$ cat src/rtl/core_glue_consts.svh
////////////////////////////////////////////////////////////////////////////
// shared constants for the core glue logic
// address regions, controller key bits, synchronizer depth and the
// hold and stretch lengths; include ahead of any module that needs them
////////////////////////////////////////////////////////////////////////////

`ifndef CORE_GLUE_CONSTS_SVH
`define CORE_GLUE_CONSTS_SVH

////////////////////////////////////////////////////////////////////////////
// bridge address regions, matched on the top address byte
////////////////////////////////////////////////////////////////////////////

// command block of the host command handler
`define CORE_GLUE_REGION_CMD 8'hF8
// glue status word
`define CORE_GLUE_REGION_STATUS 8'h10

////////////////////////////////////////////////////////////////////////////
// controller and reset timing
////////////////////////////////////////////////////////////////////////////

// face_start in the controller key bitmap
`define CORE_GLUE_KEY_START 15
// button synchronizer depth
`define CORE_GLUE_SYNC_STAGES 3
// hold cycles after a start press
`define CORE_GLUE_RESET_HOLD 16'hFFFF

////////////////////////////////////////////////////////////////////////////
// data slot read request
////////////////////////////////////////////////////////////////////////////

// stretched read request length, in cycles
`define CORE_GLUE_READ_STRETCH 7

`endif

$ cat src/rtl/core_glue_pkg.sv
////////////////////////////////////////////////////////////////////////////
// types shared by the glue modules
// vector typedefs for meaningful widths and the packed structs that
// carry pixels, syncs, data slot requests and the status bits
////////////////////////////////////////////////////////////////////////////

package core_glue_pkg;

  // host bridge, byte address and read data
  typedef logic [31:0] bridge_addr_t;
  typedef logic [31:0] bridge_data_t;

  // data slot id and data table word address
  typedef logic [15:0] slot_id_t;
  typedef logic [9:0]  table_addr_t;

  // reset hold timer
  typedef logic [15:0] hold_cnt_t;

  // controller key bitmap, start is bit 15
  typedef logic [31:0] cont_key_t;

  // core pixel, 16 bit colour
  typedef struct packed {
    logic [4:0] r;
    logic [5:0] g;
    logic [4:0] b;
  } rgb565_t;

  // scaler pixel, 24 bit colour
  typedef struct packed {
    logic [7:0] r;
    logic [7:0] g;
    logic [7:0] b;
  } rgb888_t;

  typedef struct packed {
    logic de;
    logic hs;
    logic vs;
  } video_sync_t;

  // data slot read request, core side and host side share the layout
  typedef struct packed {
    logic         read;
    logic [31:0]  offset;
    logic [31:0]  length;
    slot_id_t     slot_id;
  } dataslot_req_t;

  // status bits, zero-extended onto the bridge
  typedef struct packed {
    logic core_reset;
    logic download;
    logic hold_active;
  } glue_status_t;

endpackage

$ cat src/rtl/bridge_ctrl.sv
////////////////////////////////////////////////////////////////////////////
// host bridge side of the glue
// read data mux by address region, data table lookup of the file size,
// read request stretching toward the host and the completion pulse
////////////////////////////////////////////////////////////////////////////

`include "core_glue_consts.svh"

module bridge_ctrl (
  input  logic                         clk_sys,
  input  logic                         rst_n,
  input  core_glue_pkg::bridge_addr_t  bridge_addr,
  input  core_glue_pkg::bridge_data_t  cmd_rd_data,
  input  core_glue_pkg::glue_status_t  status,
  input  core_glue_pkg::bridge_data_t  datatable_q,
  input  core_glue_pkg::dataslot_req_t core_req,
  input  logic                         target_done,
  output core_glue_pkg::bridge_data_t  bridge_rd_data,
  output core_glue_pkg::table_addr_t   table_addr,
  output core_glue_pkg::bridge_data_t  file_size,
  output core_glue_pkg::dataslot_req_t target_req,
  output logic                         complete_pulse
);

  localparam int STRETCH   = `CORE_GLUE_READ_STRETCH;
  localparam int STRETCH_W = $clog2(STRETCH + 1);

  // status bits padded out to a full bus word
  core_glue_pkg::bridge_data_t status_word;

  // read stretch state
  logic                 read_prev;
  logic                 read_rise;
  logic [STRETCH_W-1:0] stretch_cnt;

  // request payload, one cycle behind the core
  logic [31:0]             offset_q;
  logic [31:0]             length_q;
  core_glue_pkg::slot_id_t slot_id_q;

  logic done_prev;

  ////////////////////////////////////////////////////////////////////////////
  // bridge read mux
  ////////////////////////////////////////////////////////////////////////////

  assign status_word = core_glue_pkg::bridge_data_t'(status);

  // decode on the top byte only
  always_ff @(posedge clk_sys) begin
    case (bridge_addr[31:24])
      `CORE_GLUE_REGION_CMD:    bridge_rd_data <= cmd_rd_data;
      `CORE_GLUE_REGION_STATUS: bridge_rd_data <= status_word;
      default:                  bridge_rd_data <= '0;
    endcase
  end

  ////////////////////////////////////////////////////////////////////////////
  // data table, file size of the requested slot
  ////////////////////////////////////////////////////////////////////////////

  // size word sits at 2*id + 1
  always_ff @(posedge clk_sys) begin
    table_addr <= {core_req.slot_id[8:0], 1'b1};
    file_size  <= datatable_q;
  end

  ////////////////////////////////////////////////////////////////////////////
  // read request stretch
  ////////////////////////////////////////////////////////////////////////////

  assign read_rise = core_req.read & ~read_prev;

  always_ff @(posedge clk_sys or negedge rst_n) begin
    if (!rst_n) begin
      read_prev   <= 1'b0;
      stretch_cnt <= '0;
    end else begin
      read_prev <= core_req.read;
      // a rise during a stretch is absorbed, length stays fixed
      if (read_rise && stretch_cnt == '0) begin
        stretch_cnt <= STRETCH_W'(STRETCH);
      end else if (stretch_cnt != '0) begin
        stretch_cnt <= stretch_cnt - 1'b1;
      end
    end
  end

  // payload follows the core every cycle
  always_ff @(posedge clk_sys) begin
    offset_q  <= core_req.offset;
    length_q  <= core_req.length;
    slot_id_q <= core_req.slot_id;
  end

  assign target_req.read    = (stretch_cnt != '0);
  assign target_req.offset  = offset_q;
  assign target_req.length  = length_q;
  assign target_req.slot_id = slot_id_q;

  ////////////////////////////////////////////////////////////////////////////
  // completion, one pulse per done rise
  ////////////////////////////////////////////////////////////////////////////

  always_ff @(posedge clk_sys or negedge rst_n) begin
    if (!rst_n) begin
      done_prev      <= 1'b0;
      complete_pulse <= 1'b0;
    end else begin
      done_prev      <= target_done;
      complete_pulse <= target_done & ~done_prev;
    end
  end

endmodule

$ cat src/rtl/core_glue_top.sv
////////////////////////////////////////////////////////////////////////////
// top level of the core glue logic
// connects reset control, the bridge side and the video output stage;
// all on clk_sys with the asynchronous rst_n
////////////////////////////////////////////////////////////////////////////

module core_glue_top (
  input  logic                         clk_sys,
  input  logic                         rst_n,

  // host reset, controller and data slot commands
  input  logic                         host_reset_n,
  input  core_glue_pkg::cont_key_t     cont1_key,
  input  logic                         dataslot_requestwrite,
  input  logic                         dataslot_allcomplete,
  output logic                         core_reset,

  // host bridge and data table
  input  core_glue_pkg::bridge_addr_t  bridge_addr,
  input  core_glue_pkg::bridge_data_t  cmd_rd_data,
  input  core_glue_pkg::bridge_data_t  datatable_q,
  output core_glue_pkg::bridge_data_t  bridge_rd_data,
  output core_glue_pkg::table_addr_t   table_addr,
  output core_glue_pkg::bridge_data_t  file_size,

  // data slot read requests
  input  core_glue_pkg::dataslot_req_t core_req,
  input  logic                         target_done,
  output core_glue_pkg::dataslot_req_t target_req,
  output logic                         complete_pulse,

  // video from the core and out to the scaler
  input  core_glue_pkg::rgb565_t       pix,
  input  core_glue_pkg::video_sync_t   sync,
  output core_glue_pkg::rgb888_t       video_rgb,
  output logic                         video_de,
  output logic                         video_hs,
  output logic                         video_vs
);

  // reset state for the bridge status word
  core_glue_pkg::glue_status_t status;

  reset_ctrl u_reset_ctrl (
    .clk_sys               (clk_sys),
    .rst_n                 (rst_n),
    .host_reset_n          (host_reset_n),
    .cont1_key             (cont1_key),
    .dataslot_requestwrite (dataslot_requestwrite),
    .dataslot_allcomplete  (dataslot_allcomplete),
    .status                (status),
    .core_reset            (core_reset)
  );

  bridge_ctrl u_bridge_ctrl (
    .clk_sys        (clk_sys),
    .rst_n          (rst_n),
    .bridge_addr    (bridge_addr),
    .cmd_rd_data    (cmd_rd_data),
    .status         (status),
    .datatable_q    (datatable_q),
    .core_req       (core_req),
    .target_done    (target_done),
    .bridge_rd_data (bridge_rd_data),
    .table_addr     (table_addr),
    .file_size      (file_size),
    .target_req     (target_req),
    .complete_pulse (complete_pulse)
  );

  video_out u_video_out (
    .clk_sys   (clk_sys),
    .rst_n     (rst_n),
    .pix       (pix),
    .sync      (sync),
    .video_rgb (video_rgb),
    .video_de  (video_de),
    .video_hs  (video_hs),
    .video_vs  (video_vs)
  );

endmodule

$ cat src/rtl/reset_ctrl.sv
////////////////////////////////////////////////////////////////////////////
// core reset generation
// merges host reset, the download window and a hold timer started by
// the controller start button into one registered core reset
////////////////////////////////////////////////////////////////////////////

`include "core_glue_consts.svh"

module reset_ctrl (
  input  logic                       clk_sys,
  input  logic                       rst_n,
  input  logic                       host_reset_n,
  input  core_glue_pkg::cont_key_t   cont1_key,
  input  logic                       dataslot_requestwrite,
  input  logic                       dataslot_allcomplete,
  output core_glue_pkg::glue_status_t status,
  output logic                       core_reset
);

  localparam int SYNC_STAGES = `CORE_GLUE_SYNC_STAGES;

  // start button synchronizer, bit 0 is the first stage
  logic [SYNC_STAGES-1:0] start_sync;
  // edge register behind the last stage
  logic start_prev;
  logic start_rise;

  core_glue_pkg::hold_cnt_t hold_cnt;
  logic hold_active;
  logic download;

  ////////////////////////////////////////////////////////////////////////////
  // button sync and edge detect
  ////////////////////////////////////////////////////////////////////////////

  always_ff @(posedge clk_sys or negedge rst_n) begin
    if (!rst_n) begin
      start_sync <= '0;
      start_prev <= 1'b0;
    end else begin
      start_sync <= {start_sync[SYNC_STAGES-2:0], cont1_key[`CORE_GLUE_KEY_START]};
      start_prev <= start_sync[SYNC_STAGES-1];
    end
  end

  assign start_rise = start_sync[SYNC_STAGES-1] & ~start_prev;

  ////////////////////////////////////////////////////////////////////////////
  // hold timer and download window
  ////////////////////////////////////////////////////////////////////////////

  always_ff @(posedge clk_sys or negedge rst_n) begin
    if (!rst_n) begin
      hold_cnt <= '0;
    end else if (start_rise) begin
      // a new press restarts the full hold
      hold_cnt <= `CORE_GLUE_RESET_HOLD;
    end else if (hold_active) begin
      hold_cnt <= hold_cnt - 1'b1;
    end
  end

  assign hold_active = (hold_cnt != '0);

  // open on requestwrite, close on allcomplete
  always_ff @(posedge clk_sys or negedge rst_n) begin
    if (!rst_n) begin
      download <= 1'b0;
    end else if (dataslot_requestwrite) begin
      download <= 1'b1;
    end else if (dataslot_allcomplete) begin
      download <= 1'b0;
    end
  end

  // core held in reset straight out of rst_n
  always_ff @(posedge clk_sys or negedge rst_n) begin
    if (!rst_n) begin
      core_reset <= 1'b1;
    end else begin
      core_reset <= ~host_reset_n | download | hold_active;
    end
  end

  // status word for the bridge
  assign status.core_reset  = core_reset;
  assign status.download    = download;
  assign status.hold_active = hold_active;

endmodule

$ cat src/rtl/video_out.sv
////////////////////////////////////////////////////////////////////////////
// video output stage toward the scaler
// rgb565 to rgb888 expansion, one cycle sync delay, blanking outside
// the delayed data enable and a data enable widened by two cycles
////////////////////////////////////////////////////////////////////////////

module video_out (
  input  logic                       clk_sys,
  input  logic                       rst_n,
  input  core_glue_pkg::rgb565_t     pix,
  input  core_glue_pkg::video_sync_t sync,
  output core_glue_pkg::rgb888_t     video_rgb,
  output logic                       video_de,
  output logic                       video_hs,
  output logic                       video_vs
);

  // expanded pixel, before the delay
  core_glue_pkg::rgb888_t pix888;

  // syncs one cycle back, de of two cycles back
  core_glue_pkg::video_sync_t sync_q;
  logic de_qq;

  ////////////////////////////////////////////////////////////////////////////
  // colour expansion
  ////////////////////////////////////////////////////////////////////////////

  // top bits repeated into the new low bits, full scale stays full
  assign pix888.r = {pix.r, pix.r[4:2]};
  assign pix888.g = {pix.g, pix.g[5:4]};
  assign pix888.b = {pix.b, pix.b[4:2]};

  ////////////////////////////////////////////////////////////////////////////
  // delay and blanking
  ////////////////////////////////////////////////////////////////////////////

  always_ff @(posedge clk_sys or negedge rst_n) begin
    if (!rst_n) begin
      sync_q    <= '0;
      de_qq     <= 1'b0;
      video_rgb <= '0;
    end else begin
      sync_q <= sync;
      de_qq  <= sync_q.de;
      // black outside the active area
      video_rgb <= sync.de ? pix888 : '0;
    end
  end

  assign video_hs = sync_q.hs;
  assign video_vs = sync_q.vs;

  // opens with de, trails its fall by two cycles
  assign video_de = sync.de | sync_q.de | de_qq;

endmodule

$ cat config.mk
export PLATFORM = sky130hd
export DESIGN_NAME = core_glue_top
export DESIGN_NICKNAME = d
export VERILOG_FILES = /design/src/rtl/core_glue_pkg.sv /design/src/rtl/bridge_ctrl.sv /design/src/rtl/core_glue_top.sv /design/src/rtl/reset_ctrl.sv /design/src/rtl/video_out.sv
export VERILOG_INCLUDE_DIRS = /design/src /design/src/rtl
export SDC_FILE = /design/constraint.sdc
export NUM_CORES = 1
export LEC_CHECK = 0
export BUFFER_PORTS_ARGS = -buffer_cell sky130_fd_sc_hd__buf_2
export CORE_AREA = 2 2 163 165
export DETAILED_ROUTE_END_ITERATION = 10
export DIE_AREA = 0 0 165 167
export SLEW_MARGIN = 25
export SYNTH_ARGS = -nofsm -noshare
export SYNTH_HDL_FRONTEND = slang
export SYNTH_SLANG_ARGS = --single-unit
export TNS_END_PERCENT = 5
$ cat constraint.sdc
create_clock -name clk_sys -period 3.71 [get_ports clk_sys]
set_input_delay 0.371 -clock clk_sys [delete_from_list [all_inputs] [get_ports clk_sys]]
set_output_delay 0.371 -clock clk_sys [all_outputs]
set_load 0.02 [all_outputs]
==> flow_summary.yaml, run 1 <==
pwr:
  leakage_uw: 0.00395
  p_per_area_nw_per_um2: 571
  ir_drop_mv: 0.272
hold_path:
  min_to: "u_bridge_ctrl.length_q[17]$_DFF_P_"
  whs_path_depth: 1
  min_from: "core_req[33]"
  hp-class: "in2reg"
synth:
  synth-xor-area-share_pct: 0.167
  yosys_register_bits: 192
  synth_compound_gate_area_share_pct: 4.09
  synth_edf_count: 0
  synth.distinct_cells: 46
  synth.top_cells.by_area: "dfxtp_1 (55%), dfrtp_1 (22%), and2_1 (5.6%)"
  syn_area_sq_um: 5260
  yosys.area_share.simple_pct: 13.5
  synthAdderAreaFrac_pct: 0.952
  synth_largest_area_cell: "dfxtp_1"
  synthMuxAreaShare_pct: 0.190
  synth_common_cells: "dfxtp_1 (144), and2_1 (47), dfrtp_1 (47)"
  async_flop_share_pct: 25.0
  synth_top_cell_area_share_pct: 54.8
  synth_top_family_by_area: "simple AND/OR/NAND/NOR gates"
  post_synth.cell_area_avg_sq_um: 14.3
  yosysSeqAreaShare_pct: 77.7
  synth_warnings: 0
  postSynthCellCount: 367
  synth_nets: 605
  synth_flop_cell: "dfxtp_1"
  synth_most_common_cell: "dfxtp_1"
finish:
  final_cell_area_sq_um: 7960
  nNetsFinal: 963
  postLayoutCoreUtil_pct: 30.9
  drive_above_1_share_pct: 55.1
  area_growth_pct: 51.4
sta:
  hold_viol_final: 0
  relSlewSlack_pct: 59.5
  fin_worst_skew_ps: 9.43
  max_freq_mhz: 507
  rsz0062_at_grt: "false"
  maxSlewViolCount: 0
  post-route-period-util_pct: 53.1
  period_minus_slack_ps: 1970
  tightest_slew_ps: 608
  setup-violations-final: 0
  finalSetupTns_ps: 0
  fin_ws_ps: 1740
global_route:
  grt_pass1_vias: 3962
  grt_pass1_wl_microns: 21800
  overflow: 0
  antenna_found_initial: 1
  grt_usage_pct: 10.6
  grt_max_degree: 49
route:
  post_drt_wl_per_cell_microns: 13.9
  drtPass1Iterations: 4
  drt_iter0_markers: 127
  drtAntennaViolNets: 0
  vias: 3898
  vias_per_cell: 3.63
  drc_errors: 0
  drt_wl_total_microns: 15000
critical_path:
  r2r_cells: 5
  cp.arrival_ps: 2300
  path_max_fanout: 10
  crit_required_ps: 4040
  r2r-end: "u_reset_ctrl.core_reset$_DFF_PN1_"
  cp-start-kind: "flip-flop"
  r2r-start: "u_reset_ctrl.hold_cnt[0]$_DFFE_PN0P_"
  critPathKind: "reg2reg"
  r2r_slack_ps: 1740
  endpoint_kind: "flip-flop"
clocking:
  max-clock-path-buffers: 2
  clk_pin_slew_worst_paths_ps: 80
  insertion_delay_ps: 410
  cts_buffers: 17
  htreeDepth: 4
  clkSinkCount: 192
  cts-root-buf: "clkbuf_16"
  post_cts_buffers: 0
  cts_tree: "yes"
placed_design:
  gp_congestion: 0.777
  dp_slack_ps: 1490
  placed_cell_area_sq_um: 7330
  io_buffers: 361
  hpwlAfterDp_microns: 11700
floorplanning:
  die_x_microns: 165
  start_util_pct: 20.4
  ioPinCount: 418
  core_sq_um: 25800
  rows: 59
  die_h_microns: 167
  dieArea_sq_um: 27600
status:
  status: "complete, no violations"
flow_run:
  cap_violations: 0
==> metal layers <==
metal	vias to the layer above	wire [microns]	share of wire, %	track usage [%]
met5	-	0	0	0
met4	0	208	1.4	3.74
met3	11	1290	8.6	4.16
met2	194	7600	51	18.0
met1	1773	5870	39	11.9
li1	1920	-	-	-
==> cells in the final DEF, fill, tap and decap left out, types with 3 or more instances in the layout <==
| master | n |
|---|---|
| buf_2 | 360 |
| dfxtp_1 | 144 |
| and2_1 | 47 |
| dfrtp_1 | 47 |
| clkbuf_16 | 17 |
| nor2_1 | 11 |
| a21oi_1 | 7 |
| inv_1 | 6 |
| nand2_1 | 6 |
| nand3_1 | 6 |
| nor2b_1 | 5 |
| o21ai_0 | 4 |
| ha_1 | 4 |
| nor3_1 | 3 |
| a22o_1 | 3 |
| nand2b_1 | 3 |
| a311oi_1 | 3 |
| o31ai_1 | 3 |
| a31oi_1 | 3 |
| and3_1 | 3 |
| inv_8 | 3 |
| clkinv_8 | 3 |
| clkinv_2 | 3 |
==> worst max-delay path, cell delays in order (launching register included) <==
cell and delay, ps:
dfrtp_1 410, inv_1 90, ha_1 170, nor4b_1 410, nand4_2 350, or3b_1 450
==> repair_timing <==
item / in CTS / in global routing
resized for setup: 0 / 0
hold buffers: 1 / 0
hold endpoints to repair: 47 / 0
==> worst max path at each step <==
| stage | start | end | slack [ps] |
|---|---|---|---|
| after detailed placement | bridge_addr[25] | u_bridge_ctrl.bridge_rd_data[0]$_DFF_P_ | 1490 |
| final | u_reset_ctrl.hold_cnt[0]$_DFFE_PN0P_ | u_reset_ctrl.core_reset$_DFF_PN1_ | 1740 |
| after CTS | u_reset_ctrl.hold_cnt[0]$_DFFE_PN0P_ | u_reset_ctrl.core_reset$_DFF_PN1_ | 1700 |
| after global routing | u_reset_ctrl.hold_cnt[1]$_DFFE_PN0P_ | u_reset_ctrl.core_reset$_DFF_PN1_ | 1590 |
| after floorplan | u_reset_ctrl.hold_cnt[0]$_DFFE_PN0P_ | u_reset_ctrl.core_reset$_DFF_PN1_ | 1970 |
| after global placement | bridge_addr[25] | u_bridge_ctrl.bridge_rd_data[0]$_DFF_P_ | 1500 |
==> report_power, final <==
group	switching [uW]	internal [uW]	total, uW	leakage, uW
registers	55.9	2180	2240	0.00174
logic	250	181	431	0.00191
clock network	888	987	1880	0.000302
==> flip-flops by register name (all words and copies together), names as in the netlist, 3 cells and up <==
register / cells
u_bridge_ctrl.offset_q: 32
u_bridge_ctrl.file_size: 32
u_reset_ctrl.start_sync: 3
u_bridge_ctrl.stretch_cnt: 3
u_video_out.video_rgb: 16
u_bridge_ctrl.slot_id_q: 16
u_reset_ctrl.hold_cnt: 16
u_bridge_ctrl.length_q: 32
u_bridge_ctrl.bridge_rd_data: 32
==> through the flow <==
stage / power, uW / instances / hold WS, ps
after floorplan: 2510 / 367 / 75.4
after global placement: 2710 / 1040 / 338
after detailed placement: 2720 / 1040 / 339
after CTS: 4630 / 1073 / 9.70
after global routing: 4750 / 1074 / 6.51
final: 4540 / 1074 / 40.4
==> cell families after synthesis <==
group | Yosys count
adder cells (fa/ha/maj) | 4
other | 1
buffers and inverters | 29
multiplexers | 1
XOR/XNOR | 1
AND/OR/NAND/NOR | 107
flip-flops | 192
AO/OA/AOI/OAI | 32
==> final cells by class <==
type                    instances  area [sq um]
clock inverters                14           170
multi-input cells             146          1000
repair buffers                362          1820
inverters                       6          22.5
flip-flops and latches        192          4090
fillers                      2614         17800
clock buffers                  18           439
well taps                     335           419
diodes                          1          2.50
(Power assumes the default switching activity.)
==> run 2: changes to the inputs <==
--- a/config.mk
+++ b/config.mk
@@ -7,9 +7,9 @@
 export NUM_CORES = 1
 export LEC_CHECK = 0
 export BUFFER_PORTS_ARGS = -buffer_cell sky130_fd_sc_hd__buf_2
-export CORE_AREA = 2 2 163 165
+export CORE_AREA = 2 2 164 166
 export DETAILED_ROUTE_END_ITERATION = 10
-export DIE_AREA = 0 0 165 167
+export DIE_AREA = 0 0 166 168
 export SLEW_MARGIN = 25
 export SYNTH_ARGS = -nofsm -noshare
 export SYNTH_HDL_FRONTEND = slang
==> constraint.sdc (replaced) <==
create_clock -name clk_sys -period 1.9 [get_ports clk_sys]
set_input_delay 0.19 -clock clk_sys [delete_from_list [all_inputs] [get_ports clk_sys]]
set_output_delay 0.19 -clock clk_sys [all_outputs]
set_load 0.02 [all_outputs]
==> run 2 against run 1 <==
  * The flow now finishes with violations (setup timing)
  * Sequential power is 95% higher
  * Sequential share of layout area down 9.3 points
  * Worst hold slack about the same
  * Sequential cell count did not move
  * Die area up 1.2%
  * Fmax is 3.5% higher
  * Utilization increased by 6.0 points
  * Clock skew grew 1.2 ps
  * Design area grew 22%
  * Routed wire length grew 19%
  * Non-clock buffer count increased by 177
  * Critical path type unchanged
  * Highest routed layer unchanged
==> flow_summary.yaml, run 2 (synthesized netlist as in run 1, its figures left out) <==
floorplanning:
  core_sq_um: 26400
  rows: 60
  die_x_microns: 166
  die_h_microns: 168
  ioPinCount: 418
  start_util_pct: 20.0
  dieArea_sq_um: 27900
sta:
  finalSetupTns_ps: -3.97
  post-route-period-util_pct: 100
  period_minus_slack_ps: 1900
  maxSlewViolCount: 0
  fin_ws_ps: -3.97
  relSlewSlack_pct: 59.8
  rsz0062_at_grt: "true"
  setup-violations-final: 1
  tightest_slew_ps: 601
  max_freq_mhz: 525
  hold_viol_final: 0
  holdWs_ps: 40.2
  fin_worst_skew_ps: 10.6
finish:
  final_common_cell: "buf_2"
  nFillCells: 2529
  nNetsFinal: 1140
  area_growth_pct: 85.1
  mostFrequentLayoutCells: "buf_2 (361), dlygate4sd3_1 (168), dfxtp_1 (144), and2_1 (47), dfrtp_1 (47)"
  drive_above_1_share_pct: 45.5
  fin_cells: 1257
  final_cell_area_sq_um: 9730
critical_path:
  max_stage_delay_ps: 500
  path_max_fanout: 4
  critPathKind: "reg2reg"
  endpoint_kind: "flip-flop"
  cp_slowest_cell: "or3b_2"
  crit_chain: "inv_1, ha_1, or3b_2, nor3_4, a211oi_1, a211o_1"
  cp.arrival_ps: 2210
  crit_required_ps: 2200
  cp-start-kind: "flip-flop"
global_route:
  antenna_found_initial: 1
  overflow: 0
  grt_pass1_wl_microns: 27000
  grt_usage_pct: 12.5
  grt_pass1_vias: 5076
  grt_max_degree: 33
clocking:
  clk_pin_slew_worst_paths_ps: 80
  post_cts_buffers: 0
  cts-root-buf: "clkbuf_16"
  clkSinkCount: 192
  insertion_delay_ps: 420
  htreeDepth: 4
  max-clock-path-buffers: 2
  cts_buffers: 17
  cts_resized: 0
  cts_tree: "yes"
pwr:
  pwr-share-seq_pct: 46.9
  leakage_uw: 0.00470
  swShare_pct: 27.9
  p_sw_uw: 2600
  ir_drop_mv: 0.494
  total_power_uw: 9310
  p_int_uw: 6710
  combPwrFrac_pct: 12.4
  p_per_area_nw_per_um2: 957
  clkPwrFrac_pct: 40.7
route:
  post_drt_wl_per_cell_microns: 14.2
  drtAntennaViolNets: 0
  drc_errors: 0
  vias_per_cell: 3.74
  vias: 4703
  drt_iter0_markers: 86
  drtPass1Iterations: 4
  drt_wl_total_microns: 17800
placed_design:
  hpwlAfterDp_microns: 12100
  place_inst: 1056
  gp_congestion: 0.754
  io_buffers: 361
  placed_cell_area_sq_um: 7410
status:
  violations: "setup timing"
  status: "finished, violations left"
hold_path:
  hp-class: "in2reg"
flow_run:
  cap_violations: 0
run 2: stage by stage:
| step | setup slack (ps) | utilization, % |
|---|---|---|
| after floorplan | 164 | - |
| after global placement | 82.1 | 28.1 |
| after detailed placement | 38.5 | 28.1 |
| after CTS | 13.8 | 36.9 |
| after global routing | -65.1 | 36.9 |
| final | -3.97 | 36.9 |
run 2: worst max-delay path: cells and delay by family (launching register included):
family / cells / cell delay (ps)
AOI/OAI and AO/OA: 2 / 380
DFF: 1 / 410
buffers and inverters: 1 / 90
adders and majority gates: 1 / 180
and+or+nand+nor: 2 / 730
run 2: routing by layer:
layer	vias to the layer above	track usage [%]	wire length [microns]
li1	2276	-	-
met1	2170	14.0	7080
met2	226	21.1	8860
met3	31	4.82	1320
met4	0	6.12	553
met5	-	0	0
run 2: worst paths after layout:
check | start | end | slack [ps] | cells past startpoint
max | u_reset_ctrl.hold_cnt[1]$_DFFE_PN0P_ | u_reset_ctrl.hold_cnt[7]$_DFFE_PN0P_ | -4 | 6
min | host_reset_n | u_reset_ctrl.core_reset$_DFF_PN1_ | 40 | 2
max reg2reg | u_reset_ctrl.hold_cnt[1]$_DFFE_PN0P_ | u_reset_ctrl.hold_cnt[7]$_DFFE_PN0P_ | -4 | 6
min reg2reg | u_reset_ctrl.start_sync[0]$_DFF_PN0_ | u_reset_ctrl.start_sync[1]$_DFF_PN0_ | 350 | 0
max in group asynchronous | rst_n | u_reset_ctrl.hold_cnt[6]$_DFFE_PN0P_ | 950 | 3
min in group asynchronous | rst_n | u_reset_ctrl.hold_cnt[15]$_DFFE_PN0P_ | 320 | 2
run 2: final cells by class:
cell class | count | area (sq um) | area share, %
antenna | 1 | 2.50 | 0.0257
timing repair buffer | 539 | 3560 | 36.6
multi-input combinational | 146 | 996 | 10.2
clock buffer | 17 | 425 | 4.37
inverter | 6 | 22.5 | 0.231
tap | 341 | 427 | 4.38
clock inverter | 15 | 209 | 2.15
sequential | 192 | 4090 | 42.0
run 2: repair_timing:
| item | in CTS | in global routing |
|---|---|---|
| hold endpoints to repair | 190 | 0 |
| endpoints found under the setup margin | 0 | 5 |
| hold buffers | 168 | 0 |
run 2: power groups by stage:
stage / Clock (uW) / Combinational (uW) / Sequential, uW
3_5_place_dp: 0 / 875 / 4460
2_1_floorplan: 0 / 260 / 4630
6_report: 3790 / 1150 / 4370
5_1_grt: 4110 / 1250 / 4400
4_1_cts: 3930 / 1150 / 4370
3_3_place_gp: 0 / 862 / 4450
==> run 3: changes to the inputs <==
--- a/config.mk
+++ b/config.mk
@@ -7,9 +7,10 @@
 export NUM_CORES = 1
 export LEC_CHECK = 0
 export BUFFER_PORTS_ARGS = -buffer_cell sky130_fd_sc_hd__buf_2
-export CORE_AREA = 2 2 164 166
+export CORE_AREA = 2 2 162 164
 export DETAILED_ROUTE_END_ITERATION = 10
-export DIE_AREA = 0 0 166 168
+export DIE_AREA = 0 0 164 166
+export SETUP_SLACK_MARGIN = 0.3
 export SLEW_MARGIN = 25
 export SYNTH_ARGS = -nofsm -noshare
 export SYNTH_HDL_FRONTEND = slang
==> run 3 against run 2 <==
  * The flow now finishes without violations
  * Utilization grew 1.5 points
  * Final cell count about the same
  * Clock-buffer cell count grew 1
  * Sequential power barely moved
  * Fmax is 12% higher
  * Critical endpoint unchanged
==> flow_summary.yaml, run 3 (synthesized netlist as in run 1, its figures left out) <==
pwr:
  p_per_area_nw_per_um2: 931
  ir_drop_mv: 0.633
  leakage_uw: 0.00477
sta:
  setup-violations-final: 0
  max_freq_mhz: 588
  finalSetupTns_ps: 0
  tightest_slew_ps: 592
  period_minus_slack_ps: 1700
  hold_viol_final: 0
  rsz0062_at_grt: "true"
  relSlewSlack_pct: 60.5
  post-route-period-util_pct: 89.5
  fin_worst_skew_ps: 15.0
  maxSlewViolCount: 0
finish:
  drive_above_1_share_pct: 47.5
  fin_cells: 1258
  postLayoutCoreUtil_pct: 38.4
  nNetsFinal: 1148
  area_growth_pct: 87.1
  final_common_cell: "buf_2"
  antenna_cells: 0
  mostFrequentLayoutCells: "buf_2 (360), dlygate4sd3_1 (167), dfxtp_1 (144), and2_1 (47), dfrtp_1 (42)"
placed_design:
  gp_congestion: 0.787
  hpwlAfterDp_microns: 11300
  io_buffers: 361
  place_inst: 1045
clocking:
  cts_buffers: 17
  cts-root-buf: "clkbuf_16"
  clk_pin_slew_worst_paths_ps: 70
  max-clock-path-buffers: 2
  insertion_delay_ps: 420
  clkSinkCount: 192
  htreeDepth: 4
  cts_tree: "yes"
status:
  status: "complete, no violations"
route:
  vias: 4744
  drtAntennaViolNets: 0
  drt_iter0_markers: 172
  drtPass1Iterations: 4
  drt_wl_total_microns: 17400
  wl_met3_microns: 1220
  top_layer: "met4"
  post_drt_wl_per_cell_microns: 13.8
  drc_errors: 0
  wl_met1_microns: 6700
  wl_met2_microns: 8930
  vias_per_cell: 3.77
floorplanning:
  start_util_pct: 20.5
  die_x_microns: 164
  die_h_microns: 166
  core_sq_um: 25600
  rows: 59
  ioPinCount: 418
  dieArea_sq_um: 27200
global_route:
  grt_pass1_wl_microns: 27100
  grt_pass1_vias: 5181
  grt_max_degree: 33
  overflow: 0
  antenna_found_initial: 0
  grt_usage_pct: 13.0
critical_path:
  cp.arrival_ps: 2000
  r2r_cells: 6
  cp-start-kind: "flip-flop"
  path_max_fanout: 4
  critPathKind: "reg2reg"
  endpoint_kind: "flip-flop"
  crit_required_ps: 2200
flow_run:
  cap_violations: 0
hold_path:
  hp-class: "in2reg"
  whs_path_depth: 1
==> run 3: cell count changes in the layout (fill, tap and decap cells not counted), sizes merged <==
cell         previous run  this run
diode                   1         0
clkbuf                 17        19
inv                    18        13
clkinv                  3         6
clkinvlp                0         1
dlygate4sd3           168       167
buf                   371       379
==> run 3: area by class of cell <==
cell class	count	area (sq um)
fillers	2401	15800
well taps	335	419
clock inverters	14	163
inverters	6	22.5
repair buffers	547	3650
multi-input cells	146	1060
clock buffers	18	429
flip-flops and latches	192	4090
==> run 3: worst paths after layout <==
path / from / end / slack, ps
worst min-delay path: sync[2] / u_video_out.sync_q[2]$_DFF_PN0_ / 20
worst min register to register: u_reset_ctrl.start_sync[1]$_DFF_PN0_ / u_reset_ctrl.start_sync[2]$_DFF_PN0_ / 350
min in group asynchronous: rst_n / u_video_out.video_rgb[11]$_DFF_PN0_ / 290
max in group asynchronous: rst_n / u_reset_ctrl.core_reset$_DFF_PN1_ / 960
worst max register to register: u_reset_ctrl.hold_cnt[0]$_DFFE_PN0P_ / u_reset_ctrl.hold_cnt[7]$_DFFE_PN0P_ / 200
worst max-delay path: u_reset_ctrl.hold_cnt[0]$_DFFE_PN0P_ / u_reset_ctrl.hold_cnt[7]$_DFFE_PN0P_ / 200
==> run 3: timing repair <==
item,CTS,global route
setup endpoints to repair,17,19
cloned,0,0
hold buffers,166,1
pin swaps,4,2
hold endpoints to repair,189,1
gates resized for setup,9,7
buffers inserted,11,3
==> run 3: metal layers <==
layer  vias up  GRT usage [%]
li1       2288              -
met1      2209           14.0
met2       217           22.6
met3        30           4.32
met4         0           6.18
met5         -              0
==> run 3: critical path: stages (launching register included) <==
cell and delay (ps):
dfrtp_1 410, inv_2 90, ha_4 130, or3b_4 390, nor3_4 230, a211oi_2 90, a211o_1 230
==> run 3: where the power goes <==
part / internal (uW) / switching, uW
combinational: 639 / 586
sequential: 4260 / 113
clock: 1780 / 1780
==> run 3: through the flow <==
stage,setup slack (ps),total power (uW),cell area (sq um),hold WS [ps]
finish,200,9160,9830,15.6
CTS,212,9230,9770,1.46
detailed placement,104,5330,7400,228
floorplan,239,4900,5270,-106
global placement,139,5300,7400,221
global route,121,9600,9830,11.4
